## config.mk

```make
export PLATFORM = sky130hd
export DESIGN_NAME = cart_loader_top
export DESIGN_NICKNAME = d
export VERILOG_FILES = /design/src/source/cart_pkg.sv /design/src/source/cheat_pkg.sv /design/src/source/region_scan.sv /design/src/source/quirk_match.sv /design/src/source/region_select.sv /design/src/source/cheat_loader.sv /design/src/source/rom_write_bridge.sv /design/src/source/cart_loader_top.sv
export VERILOG_INCLUDE_DIRS = /design/src /design/src/include
export SDC_FILE = /design/constraint.sdc
export NUM_CORES = 1
export LEC_CHECK = 0
export ABC_AREA = 1
export BUFFER_PORTS_ARGS = -buffer_cell sky130_fd_sc_hd__buf_2
export CORE_ASPECT_RATIO = 1.5
export CORE_MARGIN = 2
export CORE_UTILIZATION = 53
export CTS_CLUSTER_DIAMETER = 150
export CTS_CLUSTER_SIZE = 28
export DETAILED_ROUTE_END_ITERATION = 12
export PLACE_DENSITY = 0.79
export SLEW_MARGIN = 20
export SYNTH_ARGS = -nofsm -noshare
export SYNTH_HDL_FRONTEND = slang
export SYNTH_SLANG_ARGS = --single-unit
```

## constraint.sdc

```tcl
create_clock -name clk_sys -period 4.5 [get_ports clk_sys]
set_clock_uncertainty 0.15 [all_clocks]
set_input_delay 0.675 -clock clk_sys [delete_from_list [all_inputs] [get_ports clk_sys]]
set_output_delay 0.675 -clock clk_sys [all_outputs]
set_load 0.01 [all_outputs]
```

## src/include/quirk_ids.svh

```systemverilog
// Product codes of games that need a compatibility quirk.
// Included inside quirk_match after the cart_pkg import.
// A "?" in a code matches any character.

`ifndef QUIRK_IDS_SVH
`define QUIRK_IDS_SVH

localparam quirk_s Q_SRAM   = '{sram: 1'b1, default: 1'b0};
localparam quirk_s Q_EEPROM = '{eeprom: 1'b1, default: 1'b0};
localparam quirk_s Q_FIFO   = '{fifo: 1'b1, default: 1'b0};
localparam quirk_s Q_NORAM  = '{noram: 1'b1, default: 1'b0};
localparam quirk_s Q_PIER   = '{pier: 1'b1, default: 1'b0};
localparam quirk_s Q_SVP    = '{svp: 1'b1, default: 1'b0};
localparam quirk_s Q_FMBUSY = '{fmbusy: 1'b1, default: 1'b0};
localparam quirk_s Q_SCHAN  = '{schan: 1'b1, default: 1'b0};

typedef struct packed {
	logic [63:0] code;
	quirk_s      flag;
} quirk_id_s;

localparam int QUIRK_ID_COUNT = 24;

localparam quirk_id_s QUIRK_IDS [QUIRK_ID_COUNT] = '{
	// Battery RAM mapped in odd bytes
	'{"T-081276", Q_SRAM},   '{"T-81406 ", Q_SRAM},   '{"T-081586", Q_SRAM},
	'{"T-81576 ", Q_SRAM},   '{"T-81476 ", Q_SRAM},
	// Serial EEPROM saves
	'{"MK-1215 ", Q_EEPROM}, '{"G-4060  ", Q_EEPROM}, '{"00001211", Q_EEPROM},
	'{"MK-1228 ", Q_EEPROM}, '{"G-5538  ", Q_EEPROM}, '{"00004076", Q_EEPROM},
	'{"T-12046 ", Q_EEPROM}, '{"T-12053 ", Q_EEPROM}, '{"G-4524  ", Q_EEPROM},
	// Fake RAM check, fast VDP FIFO
	'{"T-113016", Q_NORAM},  '{"T-89016 ", Q_FIFO},
	'{"T-574023", Q_PIER},   '{"T-574013", Q_PIER},
	// DSP cartridge
	'{"MK-1229 ", Q_SVP},    '{"G-7001  ", Q_SVP},
	// Polls the FM busy flag
	'{"T-35036 ", Q_FMBUSY}, '{"T-25073 ", Q_FMBUSY}, '{"MK-1137-", Q_FMBUSY},
	'{"T-68???-", Q_SCHAN}
};

`endif

```

## src/source/cart_pkg.sv

```systemverilog
// Types and constants for the cartridge download path.
// Covers the host download bus, header scan flags, region choice
// and game compatibility quirks. Modules take it by wildcard import.

package cart_pkg;

	localparam int DL_ADDR_MAX_W = 25;

	// Host download bus with one 16-bit word per strobe
	typedef struct packed {
		logic                     download;
		logic                     wr;
		logic [DL_ADDR_MAX_W-1:0] addr;
		logic [15:0]              data;
		logic [7:0]               index;
	} dl_bus_s;

	// Any other index is a cartridge image
	localparam logic [7:0] CODE_INDEX = 8'hFF;

	////////////////////////////////////////
	// Header byte addresses
	localparam logic [DL_ADDR_MAX_W-1:0] HDR_REGION_ADDR0 = 25'h1F0;
	localparam logic [DL_ADDR_MAX_W-1:0] HDR_REGION_ADDR1 = 25'h1F2;
	localparam logic [DL_ADDR_MAX_W-1:0] HDR_END_ADDR     = 25'h200;
	localparam logic [DL_ADDR_MAX_W-1:0] ID_FIRST_ADDR    = 25'h182;
	localparam logic [DL_ADDR_MAX_W-1:0] ID_CHECK_ADDR    = 25'h18C;

	typedef struct packed {
		logic ready;
		logic j;
		logic u;
		logic e;
	} hdr_flags_s;

	typedef enum logic [1:0] {
		JP = 2'd0,
		US = 2'd1,
		EU = 2'd2
	} region_e;

	// Priority order 0 US>EU>JP, 1 EU>US>JP, 2 US>JP>EU, 3 JP>US>EU
	typedef struct packed {
		logic       auto_off;
		logic       use_header;
		logic [1:0] prio;
	} region_cfg_s;

	typedef struct packed {
		logic sram;
		logic eeprom;
		logic fifo;
		logic noram;
		logic pier;
		logic svp;
		logic fmbusy;
		logic schan;
	} quirk_s;

	// ROM write with word address and byte-swapped data
	typedef struct packed {
		logic [23:0] addr;
		logic [15:0] data;
	} rom_wr_s;

endpackage

```

## src/source/cheat_pkg.sv

```systemverilog
// Cheat record layout as assembled from code downloads.
// Each record arrives as eight 16-bit words, bottom word of
// each field first.

package cheat_pkg;

	// Fields kept in big endian order as sent by the host
	typedef struct packed {
		logic [31:0] flags;
		logic [31:0] address;
		logic [31:0] compare;
		logic [31:0] replace;
	} cheat_code_s;

	////////////////////////////////////////
	// Byte offsets within one record
	localparam logic [3:0] CHEAT_FLAGS_LO   = 4'd0;
	localparam logic [3:0] CHEAT_FLAGS_HI   = 4'd2;
	localparam logic [3:0] CHEAT_ADDR_LO    = 4'd4;
	localparam logic [3:0] CHEAT_ADDR_HI    = 4'd6;
	localparam logic [3:0] CHEAT_CMP_LO     = 4'd8;
	localparam logic [3:0] CHEAT_CMP_HI     = 4'd10;
	localparam logic [3:0] CHEAT_REPL_LO    = 4'd12;
	// Replace top word closes the record
	localparam logic [3:0] CHEAT_LAST_OFFSET = 4'd14;

endpackage

```

## src/source/region_scan.sv

```systemverilog
// Scans the cartridge header for region letters while it downloads.
// Raises hdr.ready once the header has fully arrived, so region
// selection can act on a complete set of flags.

`timescale 1ns/100ps

module region_scan import cart_pkg::*; (
	input  logic       clk_sys,
	input  logic       RESET,
	input  dl_bus_s    dl,
	input  logic       cart_dl,
	output hdr_flags_s hdr
);

	logic       cart_dl_q;
	logic [2:0] lo_flags;
	logic [2:0] hi_flags;
	logic       hdr_wr;

	// Classify one header byte as {j, u, e}
	function automatic logic [2:0] letter_flags(input logic [7:0] ch);
		logic [2:0] f;
		f = 3'b000;
		if (ch == "J")
			f = 3'b100;
		else if (ch == "U")
			f = 3'b010;
		else if (ch >= "0" && ch <= "Z")
			f = 3'b001;
		return f;
	endfunction

	assign hdr_wr   = cart_dl & dl.wr;
	assign lo_flags = letter_flags(dl.data[7:0]);
	assign hi_flags = letter_flags(dl.data[15:8]);

	always_ff @(posedge clk_sys) begin
		if (RESET) begin
			cart_dl_q <= 1'b0;
			hdr       <= '0;
		end else begin
			cart_dl_q <= cart_dl;
			// New image starts with a clean header
			if (cart_dl & ~cart_dl_q)
				hdr <= '0;
			if (~cart_dl & cart_dl_q)
				hdr.ready <= 1'b0;
			if (hdr_wr) begin
				if (dl.addr == HDR_REGION_ADDR0)
					{hdr.j, hdr.u, hdr.e} <= {hdr.j, hdr.u, hdr.e} | lo_flags | hi_flags;
				else if (dl.addr == HDR_REGION_ADDR1)
					{hdr.j, hdr.u, hdr.e} <= {hdr.j, hdr.u, hdr.e} | lo_flags;
				if (dl.addr == HDR_END_ADDR)
					hdr.ready <= 1'b1;
			end
		end
	end

	// Header only completes inside a cartridge download
	ready_in_download: assert property (@(posedge clk_sys) disable iff (RESET)
		$rose(hdr.ready) |-> cart_dl);

endmodule

```

## src/source/quirk_match.sv

```systemverilog
// Captures the cartridge product code from the header and looks it
// up in the quirk table. At most one quirk flag is raised per image,
// and all flags clear when a new cartridge download starts.

`timescale 1ns/100ps

module quirk_match import cart_pkg::*; (
	input  logic    clk_sys,
	input  logic    RESET,
	input  dl_bus_s dl,
	input  logic    cart_dl,
	output quirk_s  quirks
);

	`include "quirk_ids.svh"

	logic [63:0] cart_id;
	logic        cart_dl_q;
	logic        id_wr;
	quirk_s      id_hit;

	function automatic logic id_match(input logic [63:0] id, input logic [63:0] pattern);
		logic ok;
		ok = 1'b1;
		for (int c = 0; c < 8; c++) begin
			if (pattern[c*8 +: 8] != "?" && pattern[c*8 +: 8] != id[c*8 +: 8])
				ok = 1'b0;
		end
		return ok;
	endfunction

	assign id_wr = cart_dl & dl.wr;

	////////////////////////////////////////
	// Product code capture of eight characters
	always_ff @(posedge clk_sys) begin
		if (id_wr) begin
			case (dl.addr)
				ID_FIRST_ADDR:        cart_id[63:56] <= dl.data[15:8];
				ID_FIRST_ADDR + 25'd2: cart_id[55:40] <= {dl.data[7:0], dl.data[15:8]};
				ID_FIRST_ADDR + 25'd4: cart_id[39:24] <= {dl.data[7:0], dl.data[15:8]};
				ID_FIRST_ADDR + 25'd6: cart_id[23:8]  <= {dl.data[7:0], dl.data[15:8]};
				ID_FIRST_ADDR + 25'd8: cart_id[7:0]   <= dl.data[7:0];
				default: ;
			endcase
		end
	end

	// First table entry wins
	always_comb begin
		id_hit = '0;
		for (int i = QUIRK_ID_COUNT - 1; i >= 0; i--) begin
			if (id_match(cart_id, QUIRK_IDS[i].code))
				id_hit = QUIRK_IDS[i].flag;
		end
	end

	always_ff @(posedge clk_sys) begin
		if (RESET) begin
			cart_dl_q <= 1'b0;
			quirks    <= '0;
		end else begin
			cart_dl_q <= cart_dl;
			if (cart_dl & ~cart_dl_q)
				quirks <= '0;
			if (id_wr && dl.addr == ID_CHECK_ADDR)
				quirks <= id_hit;
		end
	end

	single_quirk: assert property (@(posedge clk_sys) disable iff (RESET)
		$onehot0(quirks));

endmodule

```

## src/source/region_select.sv

```systemverilog
// Chooses the console region once the cartridge header is ready.
// The choice comes from the header letters under a configurable
// priority order, or from the file index of the download.

`timescale 1ns/100ps

module region_select import cart_pkg::*; (
	input  logic        clk_sys,
	input  logic        RESET,
	input  dl_bus_s     dl,
	input  hdr_flags_s  hdr,
	input  region_cfg_s region_cfg,
	output region_e     region_req,
	output logic        region_set
);

	logic ready_q;
	logic ready_rise;

	function automatic logic has_flag(input region_e r, input hdr_flags_s f);
		logic hit;
		case (r)
			JP:      hit = f.j;
			US:      hit = f.u;
			default: hit = f.e;
		endcase
		return hit;
	endfunction

	// Highest ranked region present or else the head of the order
	function automatic region_e pick_region(input logic [1:0] prio, input hdr_flags_s f);
		region_e order [3];
		region_e pick;
		case (prio)
			2'd0:    order = '{US, EU, JP};
			2'd1:    order = '{EU, US, JP};
			2'd2:    order = '{US, JP, EU};
			default: order = '{JP, US, EU};
		endcase
		pick = order[0];
		for (int i = 2; i >= 0; i--) begin
			if (has_flag(order[i], f))
				pick = order[i];
		end
		return pick;
	endfunction

	assign ready_rise = hdr.ready & ~ready_q;

	always_ff @(posedge clk_sys) begin
		if (RESET) begin
			ready_q    <= 1'b0;
			region_req <= JP;
			region_set <= 1'b0;
		end else begin
			ready_q <= hdr.ready;
			if (ready_rise && !region_cfg.auto_off) begin
				if (region_cfg.use_header) begin
					region_req <= pick_region(region_cfg.prio, hdr);
					region_set <= 1'b1;
				end else begin
					// Index zero means no region hint in the file
					region_req <= region_e'(dl.index[7:6]);
					region_set <= |dl.index;
				end
			end
			if (~hdr.ready & ready_q)
				region_set <= 1'b0;
		end
	end

endmodule

```

## src/source/cheat_loader.sv

```systemverilog
// Assembles cheat records from code download words.
// A record is complete on the replace top word; a write to address
// zero starts a new list and tells the core to drop old cheats.

`timescale 1ns/100ps

module cheat_loader import cart_pkg::*, cheat_pkg::*; (
	input  logic        clk_sys,
	input  logic        RESET,
	input  dl_bus_s     dl,
	input  logic        code_dl,
	output cheat_code_s cheat,
	output logic        cheat_valid,
	output logic        cheat_clear
);

	logic code_wr;

	assign code_wr = code_dl & dl.wr;

	////////////////////////////////////////
	// Record fields with the bottom word first
	always_ff @(posedge clk_sys) begin
		if (code_wr) begin
			case (dl.addr[3:0])
				CHEAT_FLAGS_LO:    cheat.flags[15:0]    <= dl.data;
				CHEAT_FLAGS_HI:    cheat.flags[31:16]   <= dl.data;
				CHEAT_ADDR_LO:     cheat.address[15:0]  <= dl.data;
				CHEAT_ADDR_HI:     cheat.address[31:16] <= dl.data;
				CHEAT_CMP_LO:      cheat.compare[15:0]  <= dl.data;
				CHEAT_CMP_HI:      cheat.compare[31:16] <= dl.data;
				CHEAT_REPL_LO:     cheat.replace[15:0]  <= dl.data;
				CHEAT_LAST_OFFSET: cheat.replace[31:16] <= dl.data;
				default: ;
			endcase
		end
	end

	always_ff @(posedge clk_sys) begin
		if (RESET) begin
			cheat_valid <= 1'b0;
			cheat_clear <= 1'b0;
		end else begin
			cheat_valid <= code_wr && dl.addr[3:0] == CHEAT_LAST_OFFSET;
			cheat_clear <= code_wr && dl.addr == '0;
		end
	end

endmodule

```

## src/source/rom_write_bridge.sv

```systemverilog
// Forwards cartridge words to ROM memory over a toggle request.
// The host is held off with dl_wait until the memory side copies
// the request level back, and the image size is kept at the end.

`timescale 1ns/100ps

module rom_write_bridge import cart_pkg::*; #(
	parameter int ADDR_W = 25
) (
	input  logic              clk_sys,
	input  logic              RESET,
	input  dl_bus_s           dl,
	input  logic              cart_dl,
	input  logic              rom_wr_ack,
	output rom_wr_s           rom_wr,
	output logic              rom_wr_req,
	output logic              dl_wait,
	output logic [ADDR_W-1:0] rom_size
);

	logic              cart_dl_q;
	logic              cart_wr;
	logic [ADDR_W-2:0] word_addr;

	assign cart_wr   = cart_dl & dl.wr;
	assign word_addr = dl.addr[ADDR_W-1:1];

	always_ff @(posedge clk_sys) begin
		if (RESET) begin
			cart_dl_q  <= 1'b0;
			rom_wr_req <= 1'b0;
			dl_wait    <= 1'b0;
		end else begin
			cart_dl_q <= cart_dl;
			if (cart_wr) begin
				rom_wr_req <= ~rom_wr_req;
				dl_wait    <= 1'b1;
			end else if (dl_wait && rom_wr_req == rom_wr_ack) begin
				dl_wait <= 1'b0;
			end
		end
	end

	// Memory is big endian and download words are little endian
	always_ff @(posedge clk_sys) begin
		if (cart_wr) begin
			rom_wr.addr <= word_addr;
			rom_wr.data <= {dl.data[7:0], dl.data[15:8]};
		end
		if (cart_dl_q & ~cart_dl)
			rom_size <= dl.addr[ADDR_W-1:0];
	end

	host_honours_wait: assert property (@(posedge clk_sys) disable iff (RESET)
		cart_dl && dl_wait |-> !dl.wr);

endmodule

```

## src/source/cart_loader_top.sv

```systemverilog
// Cartridge loading front end of the console core.
// Splits the host download into cartridge and cheat traffic and
// feeds the ROM writer, header scanners, region choice and cheat
// assembly from the same bus.

`timescale 1ns/100ps

module cart_loader_top import cart_pkg::*, cheat_pkg::*; #(
	parameter int ADDR_W = 25
) (
	input  logic              clk_sys,
	input  logic              RESET,
	input  dl_bus_s           dl,
	input  region_cfg_s       region_cfg,
	input  logic              rom_wr_ack,
	output rom_wr_s           rom_wr,
	output logic              rom_wr_req,
	output logic              dl_wait,
	output logic [ADDR_W-1:0] rom_size,
	output quirk_s            quirks,
	output region_e           region_req,
	output logic              region_set,
	output cheat_code_s       cheat,
	output logic              cheat_valid,
	output logic              cheat_clear
);

	logic       cart_dl;
	logic       code_dl;
	hdr_flags_s hdr;

	// Download kind from the file index
	assign cart_dl = dl.download & (dl.index != CODE_INDEX);
	assign code_dl = dl.download & (dl.index == CODE_INDEX);

	////////////////////////////////////////
	// Cartridge path
	rom_write_bridge #(.ADDR_W(ADDR_W)) u_rom_write_bridge (
		.clk_sys, .RESET, .dl, .cart_dl, .rom_wr_ack,
		.rom_wr, .rom_wr_req, .dl_wait, .rom_size
	);

	region_scan u_region_scan (.clk_sys, .RESET, .dl, .cart_dl, .hdr);

	quirk_match u_quirk_match (.clk_sys, .RESET, .dl, .cart_dl, .quirks);

	region_select u_region_select (
		.clk_sys, .RESET, .dl, .hdr, .region_cfg, .region_req, .region_set
	);

	////////////////////////////////////////
	// Cheat path
	cheat_loader u_cheat_loader (
		.clk_sys, .RESET, .dl, .code_dl, .cheat, .cheat_valid, .cheat_clear
	);

endmodule

```

Word-level counts from Yosys, hierarchy flattened
Index checks and enable logic that the tools add are counted.
- equal/unequal tests: 81
- reductions and logical operators: 31
- div/mod/pow operators: 0
- bitwise logic cells: 15
- add/subtract/negate cells: 0
- multiply operators: 0
- shift operators: 0
- order comparisons: 4
- mux-type cells: 220
- operators with widths (operator ; count):
    6-bit by 8-bit != test with 1-bit output (first input constant) ; 49
    25-bit by 9-bit equality test with 1-bit output (second input constant) ; 8
    8-bit two-way mux ; 25
    1-bit two-way mux ; 176
    8-bit by 7-bit equality test with 1-bit output (second input constant) ; 4
    7-bit by 8-bit != test with 1-bit output (first input constant) ; 4
    2-bit AND reduction ; 13
    25-bit by 10-bit equality test with 1-bit output (second input constant) ; 1
    25-bit zero test ; 1
    3-bit two-way mux ; 6
    6-bit two-way mux ; 3
    6-bit case mux with 3 select lines ; 1
    4-bit equality test (second input constant) ; 4
    8-bit by 6-bit >= comparator with 1-bit output (second input constant) ; 2
    8-bit by 7-bit less-or-equal comparator with 1-bit output (second input constant) ; 2
    1-bit AND ; 8
    2-bit by 1-bit equality test with 1-bit output (second input constant) ; 4
    4-bit by 3-bit equality test with 1-bit output (second input constant) ; 2
    8-bit equality test (second input constant) ; 1
    2-bit zero test ; 4
    2-bit two-way mux ; 4
    4-bit two-way mux ; 2
    8-bit != test (second input constant) ; 1
    8-bit OR reduction ; 1
    other kinds (11) ; 25
- word-level logic and storage cells: 387
- memory bits (writable): 0
- register bits after elaboration: 278
- memories: 0
- ROM bits: 0
- input bits: 58
- output and inout bits: 208
- bits in latches: 0

Depth between registers and ports, before layout
Gate-level depths: netlist of run 1.
- word-level depth: 33
- mapped depth: 14
- gate-level depth less buffers: 14

Hierarchy
A second synthesis of run 1 with hierarchy kept.
- cell total of the unflattened synthesis: 923
- area, all modules: 11036.8 sq um
- modules (own cells, without submodules) (module ; seq. area each (sq um) ; cells an instance ; times used ; area each (sq um)):
    cheat_loader ; 3883.7 ; 174 ; 1 ; 4060.1
    quirk_match ; 2102.0 ; 466 ; 1 ; 3873.7
    rom_write_bridge ; 2011.9 ; 83 ; 1 ; 2080.7
    region_scan ; 100.1 ; 139 ; 1 ; 688.2
    region_select ; 80.1 ; 51 ; 1 ; 287.8
    cart_loader_top ; 0.0 ; 10 ; 1 ; 46.3

Worst setup path after synthesis of run 1
Ideal clock, no wire load.
- path kind: input port to flip-flop
- start point: input dl[4] (netlist bit)
- end point: register u_quirk_match.cart_id[24] (enable)
- stages: 9
- arrival time: 3153 ps
- buffers on the path: 0
- required time: 3920 ps
- slack: 767 ps
- library setup time: 430 ps
- cell sequence: nand2_1 -> nor2_1 -> nand2_2 -> nand2_2 -> inv_4 -> nand2_1 -> nor2_2 -> inv_1 -> nor4_1
- word-level cells in the longest chain between the ends: 4
- RTL lines (element ; line ; RTL):
    start, declared ; cart_loader_top.sv:13 ; input dl_bus_s dl,
    8-bit != test ; cart_loader_top.sv:33 ; assign cart_dl = dl.download & (dl.index != CODE_INDEX);
    1-bit AND ; cart_loader_top.sv:33 ;
    1-bit AND ; quirk_match.sv:32 ; assign id_wr = cart_dl & dl.wr;
    named net u_quirk_match.id_wr ; quirk_match.sv:19 ; logic id_wr;
    2-bit AND reduction (no source line) ; n/a ;
    end signal, assigned ; quirk_match.sv:41 ; ID_FIRST_ADDR + 25'd4: cart_id[39:24] <= {dl.data[7:0], dl.data[15:8]};
    end, declared ; quirk_match.sv:17 ; logic [63:0] cart_id;
The timed path passes the listed nets, and every way through them passes these cells.
A chain may end at the register's enable or synchronous reset.

Final worst setup path of run 1
- start point: input dl[28] (netlist bit)
- end point: register u_quirk_match.cart_id[2] (enable)
- word-level cells in the longest chain between the ends: 2
- RTL lines (element ; line ; RTL):
    25-bit by 9-bit equality test with 1-bit output ; quirk_match.sv:38 ; case (dl.addr)
    2-bit AND reduction (no source line) ; n/a ;
    end signal, assigned ; quirk_match.sv:43 ; ID_FIRST_ADDR + 25'd8: cart_id[7:0] <= dl.data[7:0];
Every way passes these cells.

==> results of run 1 <==
[kinds of logic (layout without fill, tap and decap cells)]
kind of cell	count (synthesis)	count (layout)	share of synthesized area
compound gates	44	44	0.0237
buf+inv	88	380	0.0309
flops	278	278	0.756
simple gates	436	436	0.189
[Yosys cell counts (2+ instances only)]
master	number
edfxtp_1	257
nand2_1	147
nor2_1	128
inv_1	76
nand3_1	51
nor3_1	30
dfxtp_1	21
nand4_1	19
a21oi_1	18
nor2_2	15
o21ai_0	12
nand2_2	10
inv_2	8
nor4_1	8
nor2_4	6
nand3b_1	5
o211ai_1	4
nor3_2	3
and2_1	2
nand3_2	2
nor3b_1	2
or2_0	2
[worst max-delay path by stage]
| stage | from | endpoint | slack [ps] |
|---|---|---|---|
| floorplan | dl[4] | u_quirk_match.cart_id[24]$_DFFE_PP_ | 770 |
| global placement | dl[28] | u_quirk_match.cart_id[2]$_DFFE_PP_ | 1580 |
| detailed placement | dl[28] | u_quirk_match.cart_id[2]$_DFFE_PP_ | 1480 |
| CTS | dl[28] | u_quirk_match.cart_id[2]$_DFFE_PP_ | 1980 |
| global route | dl[28] | u_quirk_match.cart_id[2]$_DFFE_PP_ | 1870 |
| finish | dl[28] | u_quirk_match.cart_id[2]$_DFFE_PP_ | 1970 |
[area by class of cell]
class / count / area [um^2]
timing repair buffer: 274 / 1390
multi-input combinational: 480 / 2330
fill: 1507 / 6990
sequential: 278 / 8140
tap: 260 / 325
clock buffer: 20 / 362
inverter: 86 / 325
[report_power, final]
part | switching [mW] | internal [mW]
clock network | 0.716 | 0.562
registers | 0.00800 | 2.85
logic | 0.131 | 0.0514
total | 0.854 | 3.47
[sequential cells by signal, indices dropped and copies added, names as in the netlist, 2 cells and up]
name and cells:
u_cheat_loader.cheat 128, u_region_scan.hdr 4, u_rom_write_bridge.rom_wr 40, u_quirk_match.quirks 8, u_region_select.region_req 2, u_rom_write_bridge.rom_size 25
u_quirk_match.cart_id 64
[worst register-to-register path: cells and delay by family (launching register included)]
| kind | cells | cell delay (ps) |
|---|---|---|
| buffers and inverters | 1 | 170 |
| and+or+nand+nor | 6 | 1300 |
| DFF | 1 | 380 |
| AOI/OAI and AO/OA | 1 | 60 |
[placed cells by master (no fill, tap or decap), drive strengths merged, types with 2 or more instances in the layout]
| master | instances |
|---|---|
| nand3b | 5 |
| a21oi | 18 |
| dfxtp | 21 |
| inv | 85 |
| buf | 274 |
| edfxtp | 257 |
| clkbuf | 20 |
| nor3b | 2 |
| nor2 | 150 |
| and2 | 2 |
| or2 | 3 |
| nor3 | 33 |
| nand3 | 54 |
| o21ai | 13 |
| nor4 | 8 |
| o211ai | 4 |
| nand2 | 158 |
| nand4 | 20 |
[layer usage]
| metal | part of all wire | wire, um | GRT usage | up-vias |
|---|---|---|---|---|
| met5 | 0 | 0 | 0 | - |
| met4 | 0.039 | 1110 | 0.108 | 0 |
| met2 | 0.54 | 15200 | 0.479 | 311 |
| li1 | - | - | - | 3528 |
| met3 | 0.068 | 1910 | 0.0480 | 65 |
| met1 | 0.35 | 9880 | 0.301 | 3591 |
[metrics by stage]
| step | cell area, um^2 | utilization | power [mW] | setup slack [ps] | hold WS, ps |
|---|---|---|---|---|---|
| 2_1_floorplan | 10800 | - | 2.98 | 767 | 293 |
| 3_3_place_gp | 12500 | 0.630 | 3.10 | 1580 | 301 |
| 3_5_place_dp | 12500 | 0.630 | 3.10 | 1480 | 303 |
| 4_1_cts | 12900 | 0.648 | 4.33 | 1980 | 234 |
| 5_1_grt | 12900 | 0.648 | 4.43 | 1870 | 231 |
| 6_report | 12900 | 0.648 | 4.32 | 1970 | 244 |
==> impl_metrics.py, run 1 <==
metrics = {
    "cells_and_area": {
        "area_delta_synth_final_pct": 19.7,
        "fin_cells": 1398,
        "finalNetCount": 1191,
        "diodes": 0,
        "drive_gt1_frac": 0.306,
    },
    "setup_path": {
        "r2r_slack_ps": 2330,
        "cp_top_family": "simple AND/OR/NAND/NOR gates",
        "r2r-end": "u_quirk_match.quirks[2]$_SDFFE_PP0P_",
        "startpoint_type": "input port",
        "slowest_stage": "nor3_1",
        "crit_path_max_fanout": 8,
        "worstPathRequired_ps": 4450,
        "reg2reg_depth": 8,
        "crit_buf_inv": 3,
        "worstSetupEndpointType": "flip-flop",
        "slowest_delay_ps": 830,
        "crit_cells": 8,
        "crit-reg2reg-launch": "u_quirk_match.cart_id[31]$_DFFE_PP_",
        "crit_chain": "buf_2 -> inv_1 -> nand2_1 -> nor3_1 -> nand2_1 -> nor2_2 -> inv_1 -> nor3_1",
        "critPathKind": "in -> reg",
        "worstPathArrival_ps": 2480,
    },
    "clocking": {
        "cts-root-buf": "clkbuf_16",
        "numCtsBuffers": 13,
        "postCtsHoldBufs": 0,
        "clock_path_buffers": 3,
        "clkLatencyLatePin_ps": 480,
        "cts.sinks": 278,
        "clkTransAtPathRegs_ps": 100,
        "cts_resized": 0,
        "cts_tree": "built",
        "cts_setup_buffers": 0,
        "cts_max_level": 1,
    },
    "sta": {
        "tightest_slew_ps": 1070,
        "slew_headroom": 0.284,
        "setup_tns_ps": 0,
        "hold_viol": 0,
        "setup_viol": 0,
        "rsz0062_at_grt": "no",
        "fin_crit_ps": 2530,
        "fin_crit_sh": 0.562,
        "fmax_ghz": 0.396,
        "maxSlewViolCount": 0,
    },
    "place": {
        "io_buffers": 265,
        "hpwl_um": 20900,
        "gp_congestion": 1.01,
        "placed_cells": 1378,
    },
    "logic_synthesis": {
        "synthFlopType": "edfxtp_1",
        "netlist_area_um2": 10800,
        "ys_warn_count": 0,
        "synth_nets": 904,
        "yosysSeqAreaShare": 0.756,
        "synth-edff-count": 257,
        "yosysTopAreaCell": "edfxtp_1",
        "synth_top_area_frac": 0.717,
        "yosys-top-cells-area": "edfxtp_1 72%, nand2_1 5.1%, nor2_1 4.5%",
        "async_flop_share": 0,
        "yosys.cell_types.count": 42,
        "avgSynthCellArea_um2": 12.7,
        "syn_inst": 846,
        "synth-seq-cells": 278,
    },
    "grt": {
        "grt_pass1_vias": 7528,
        "gr-total-overflow": 0,
        "grt_max_degree": 47,
        "grt_pass1_wl_um": 42000,
        "grt_use_total": 0.261,
        "grt_antenna_before_repair": 0,
    },
    "routing": {
        "num_vias": 7495,
        "wl_um": 28100,
        "dr.pass1.iters": 5,
        "detail_route.wl_per_cell_um": 20.1,
        "drc": 0,
        "ant_nets": 0,
        "first_iter_violations": 613,
        "viasPerCell": 5.36,
    },
    "die": {
        "boundaryPins": 266,
        "dieHeight_um": 179,
        "num_rows": 63,
        "design.core.area_um2": 19900,
        "start_util": 0.542,
        "die_x_um": 120,
        "die-area_um2": 21500,
    },
    "status": {
        "status": "finished clean",
    },
    "power": {
        "p_leak_nw": 4.85,
        "ir_drop_uv": 525,
        "power.density_nw_per_um2": 336,
    },
    "worst_hold_path": {
        "hold_end": "u_rom_write_bridge.rom_wr[20]$_DFFE_PP_",
        "worst_hold_startpoint": "dl[29]",
        "hold_depth": 1,
        "hold_class": "in -> reg",
    },
    "job": {
        "cap_violations": 0,
    },
}
No activity file was read; power rests on OpenSTA's default activity.
==> run 2: changes to the inputs <==
- CORE_UTILIZATION: 53 -> 48
- PLACE_DENSITY: 0.79 -> 0.76
- clock period: 4.5 -> 2.3 ns (I/O delays scaled with it)
==> impl_metrics.py, run 2 (synthesis results as in run 1) <==
metrics = {
    "setup_path": {
        "cp_common_cell": "nor2_4",
        "crit_path_max_fanout": 8,
        "crit_cells": 10,
        "slowest_stage": "dlygate4sd3_1",
        "critPathKind": "in -> reg",
        "reg2reg_depth": 8,
        "worstPathRequired_ps": 2350,
        "worstSetupEndpointType": "flip-flop",
        "startpoint_type": "input port",
        "crit_buf_inv": 5,
        "slowest_delay_ps": 540,
        "worstPathArrival_ps": 2340,
        "cp_top_family": "buffers and inverters",
        "crit_chain": "dlygate4sd3_1 -> buf_2 -> nor2_1 -> nand3_2 -> nor2_4 -> inv_1 -> nor2_4 -> clkinv_4 -> nor4_4 -> clkbuf_16",
    },
    "clocking": {
        "cts_tree": "built",
        "clock_path_buffers": 3,
        "cts.sinks": 278,
        "cts-root-buf": "clkbuf_16",
        "clkTransAtPathRegs_ps": 110,
        "cts_max_level": 1,
        "numCtsBuffers": 13,
        "clkLatencyLatePin_ps": 480,
    },
    "grt": {
        "grt_use_total": 0.245,
        "grt_antenna_before_repair": 1,
        "grt_pass1_vias": 7706,
        "gr-total-overflow": 0,
        "grt_max_degree": 30,
        "grt_pass1_wl_um": 43900,
    },
    "sta": {
        "fmax_ghz": 0.438,
        "slew_headroom": 0.618,
        "setup_ws_ps": 14.5,
        "hold_viol": 0,
        "fin_crit_sh": 0.994,
        "maxSlewViolCount": 0,
        "tightest_slew_ps": 568,
        "fin_crit_ps": 2290,
        "setup_viol": 0,
    },
    "place": {
        "hpwl_um": 21700,
        "io_buffers": 265,
        "gp_congestion": 0.924,
        "dpl_worst_slack_ps": 109,
        "dpl_cell_area_um2": 12900,
    },
    "cells_and_area": {
        "fin_area_um2": 13700,
        "drive_gt1_frac": 0.328,
        "area_delta_synth_final_pct": 27.3,
        "seq_area_um2": 8140,
        "multiInputGateArea_um2": 2400,
        "finalNetCount": 1255,
        "layout_commonest_cell": "buf_2",
        "fin_util": 0.617,
        "final_cell_mix": "265 x buf_2, 257 x edfxtp_1, 144 x nand2_1",
        "fillers": 1656,
        "largest_reg_flops": 128,
    },
    "die": {
        "design.core.area_um2": 22200,
        "num_rows": 67,
        "dieHeight_um": 187,
        "boundaryPins": 266,
        "die_x_um": 126,
        "die-area_um2": 23700,
        "start_util": 0.484,
    },
    "routing": {
        "detail_route.wl_per_cell_um": 20.3,
        "dr.pass1.iters": 5,
        "drc": 0,
        "ant_nets": 0,
        "first_iter_violations": 750,
        "viasPerCell": 5.28,
        "num_vias": 7792,
        "wl_um": 30000,
    },
    "power": {
        "p_leak_nw": 5.23,
        "power.density_nw_per_um2": 621,
        "ir_drop_uv": 799,
    },
    "job": {
        "cap_violations": 0,
    },
    "worst_hold_path": {
        "hold_depth": 3,
        "hold_class": "in -> reg",
    },
    "status": {
        "status": "finished clean",
    },
}
## run 2: changes by cell type in the layout (fill, tap and decap cells not counted), moves of 4 or more
cell | previous run | this run
buf_4 | 9 | 29
buf_12 | 0 | 13
nor2_1 | 125 | 121
dlygate4sd3_1 | 0 | 30
## run 2: worst paths after layout
path              slack (ps)                                 endpoint                                  from
setup / recovery          10      u_quirk_match.cart_id[29]$_DFFE_PP_                                dl[41]
setup reg to reg         180     u_quirk_match.quirks[2]$_SDFFE_PP0P_   u_quirk_match.cart_id[31]$_DFFE_PP_
hold reg to reg          310     u_quirk_match.quirks[1]$_SDFFE_PP0P_  u_quirk_match.quirks[1]$_SDFFE_PP0P_
hold / removal            40  u_rom_write_bridge.dl_wait$_SDFFE_PP0P_                            rom_wr_ack
## run 2: timing repair
item / in CTS / in global routing
setup buffers: 0 / 9
hold buffers: 30 / 0
endpoints found under the setup margin: 0 / 42
resized for setup: 0 / 16
endpoints found under the hold margin: 52 / 0
## run 2: area by class of cell
class / instances / share of cell area
Clock buffer: 17 / 0.0256
Tap cell: 276 / 0.0252
Multi-Input combinational cell: 480 / 0.175
Inverter: 86 / 0.0245
Timing Repair Buffer: 338 / 0.155
Sequential cell: 278 / 0.594
Antenna cell: 1 / 0.000183
## run 2: layer usage
layer	wire (um)	global-route usage	part of all wire
met1	10700	0.281	0.36
met5	0	0	0
met2	15800	0.446	0.53
met3	2140	0.0512	0.071
met4	1330	0.0964	0.044
## run 2: through the flow
| step | hold slack, ps | std cells | total power, mW | TNS [ps] |
|---|---|---|---|---|
| 2_1_floorplan | 273 | 846 | 5.84 | -8100 |
| 3_3_place_gp | 302 | 1418 | 6.09 | 0 |
| 3_5_place_dp | 305 | 1418 | 6.10 | 0 |
| 4_1_cts | 28.8 | 1465 | 8.54 | 0 |
| 5_1_grt | 37.2 | 1476 | 8.75 | -184 |
| 6_report | 37.6 | 1476 | 8.50 | 0 |
## run 2: worst reg2reg max path, delay by kind of cell (launching register included)
kind | cells | cell delay (ps)
and+or+nand+nor | 6 | 1240
AOI/OAI and AO/OA | 1 | 60
DFF | 1 | 390
buffers and inverters | 1 | 170
## run 2: power breakdown
part	leakage [nW]	internal (mW)	total [mW]	switching [mW]
clock	0.171	1.08	2.46	1.38
combinational	2.56	0.156	0.443	0.286
sequential	2.50	5.58	5.60	0.0171
total	5.23	6.82	8.50	1.69
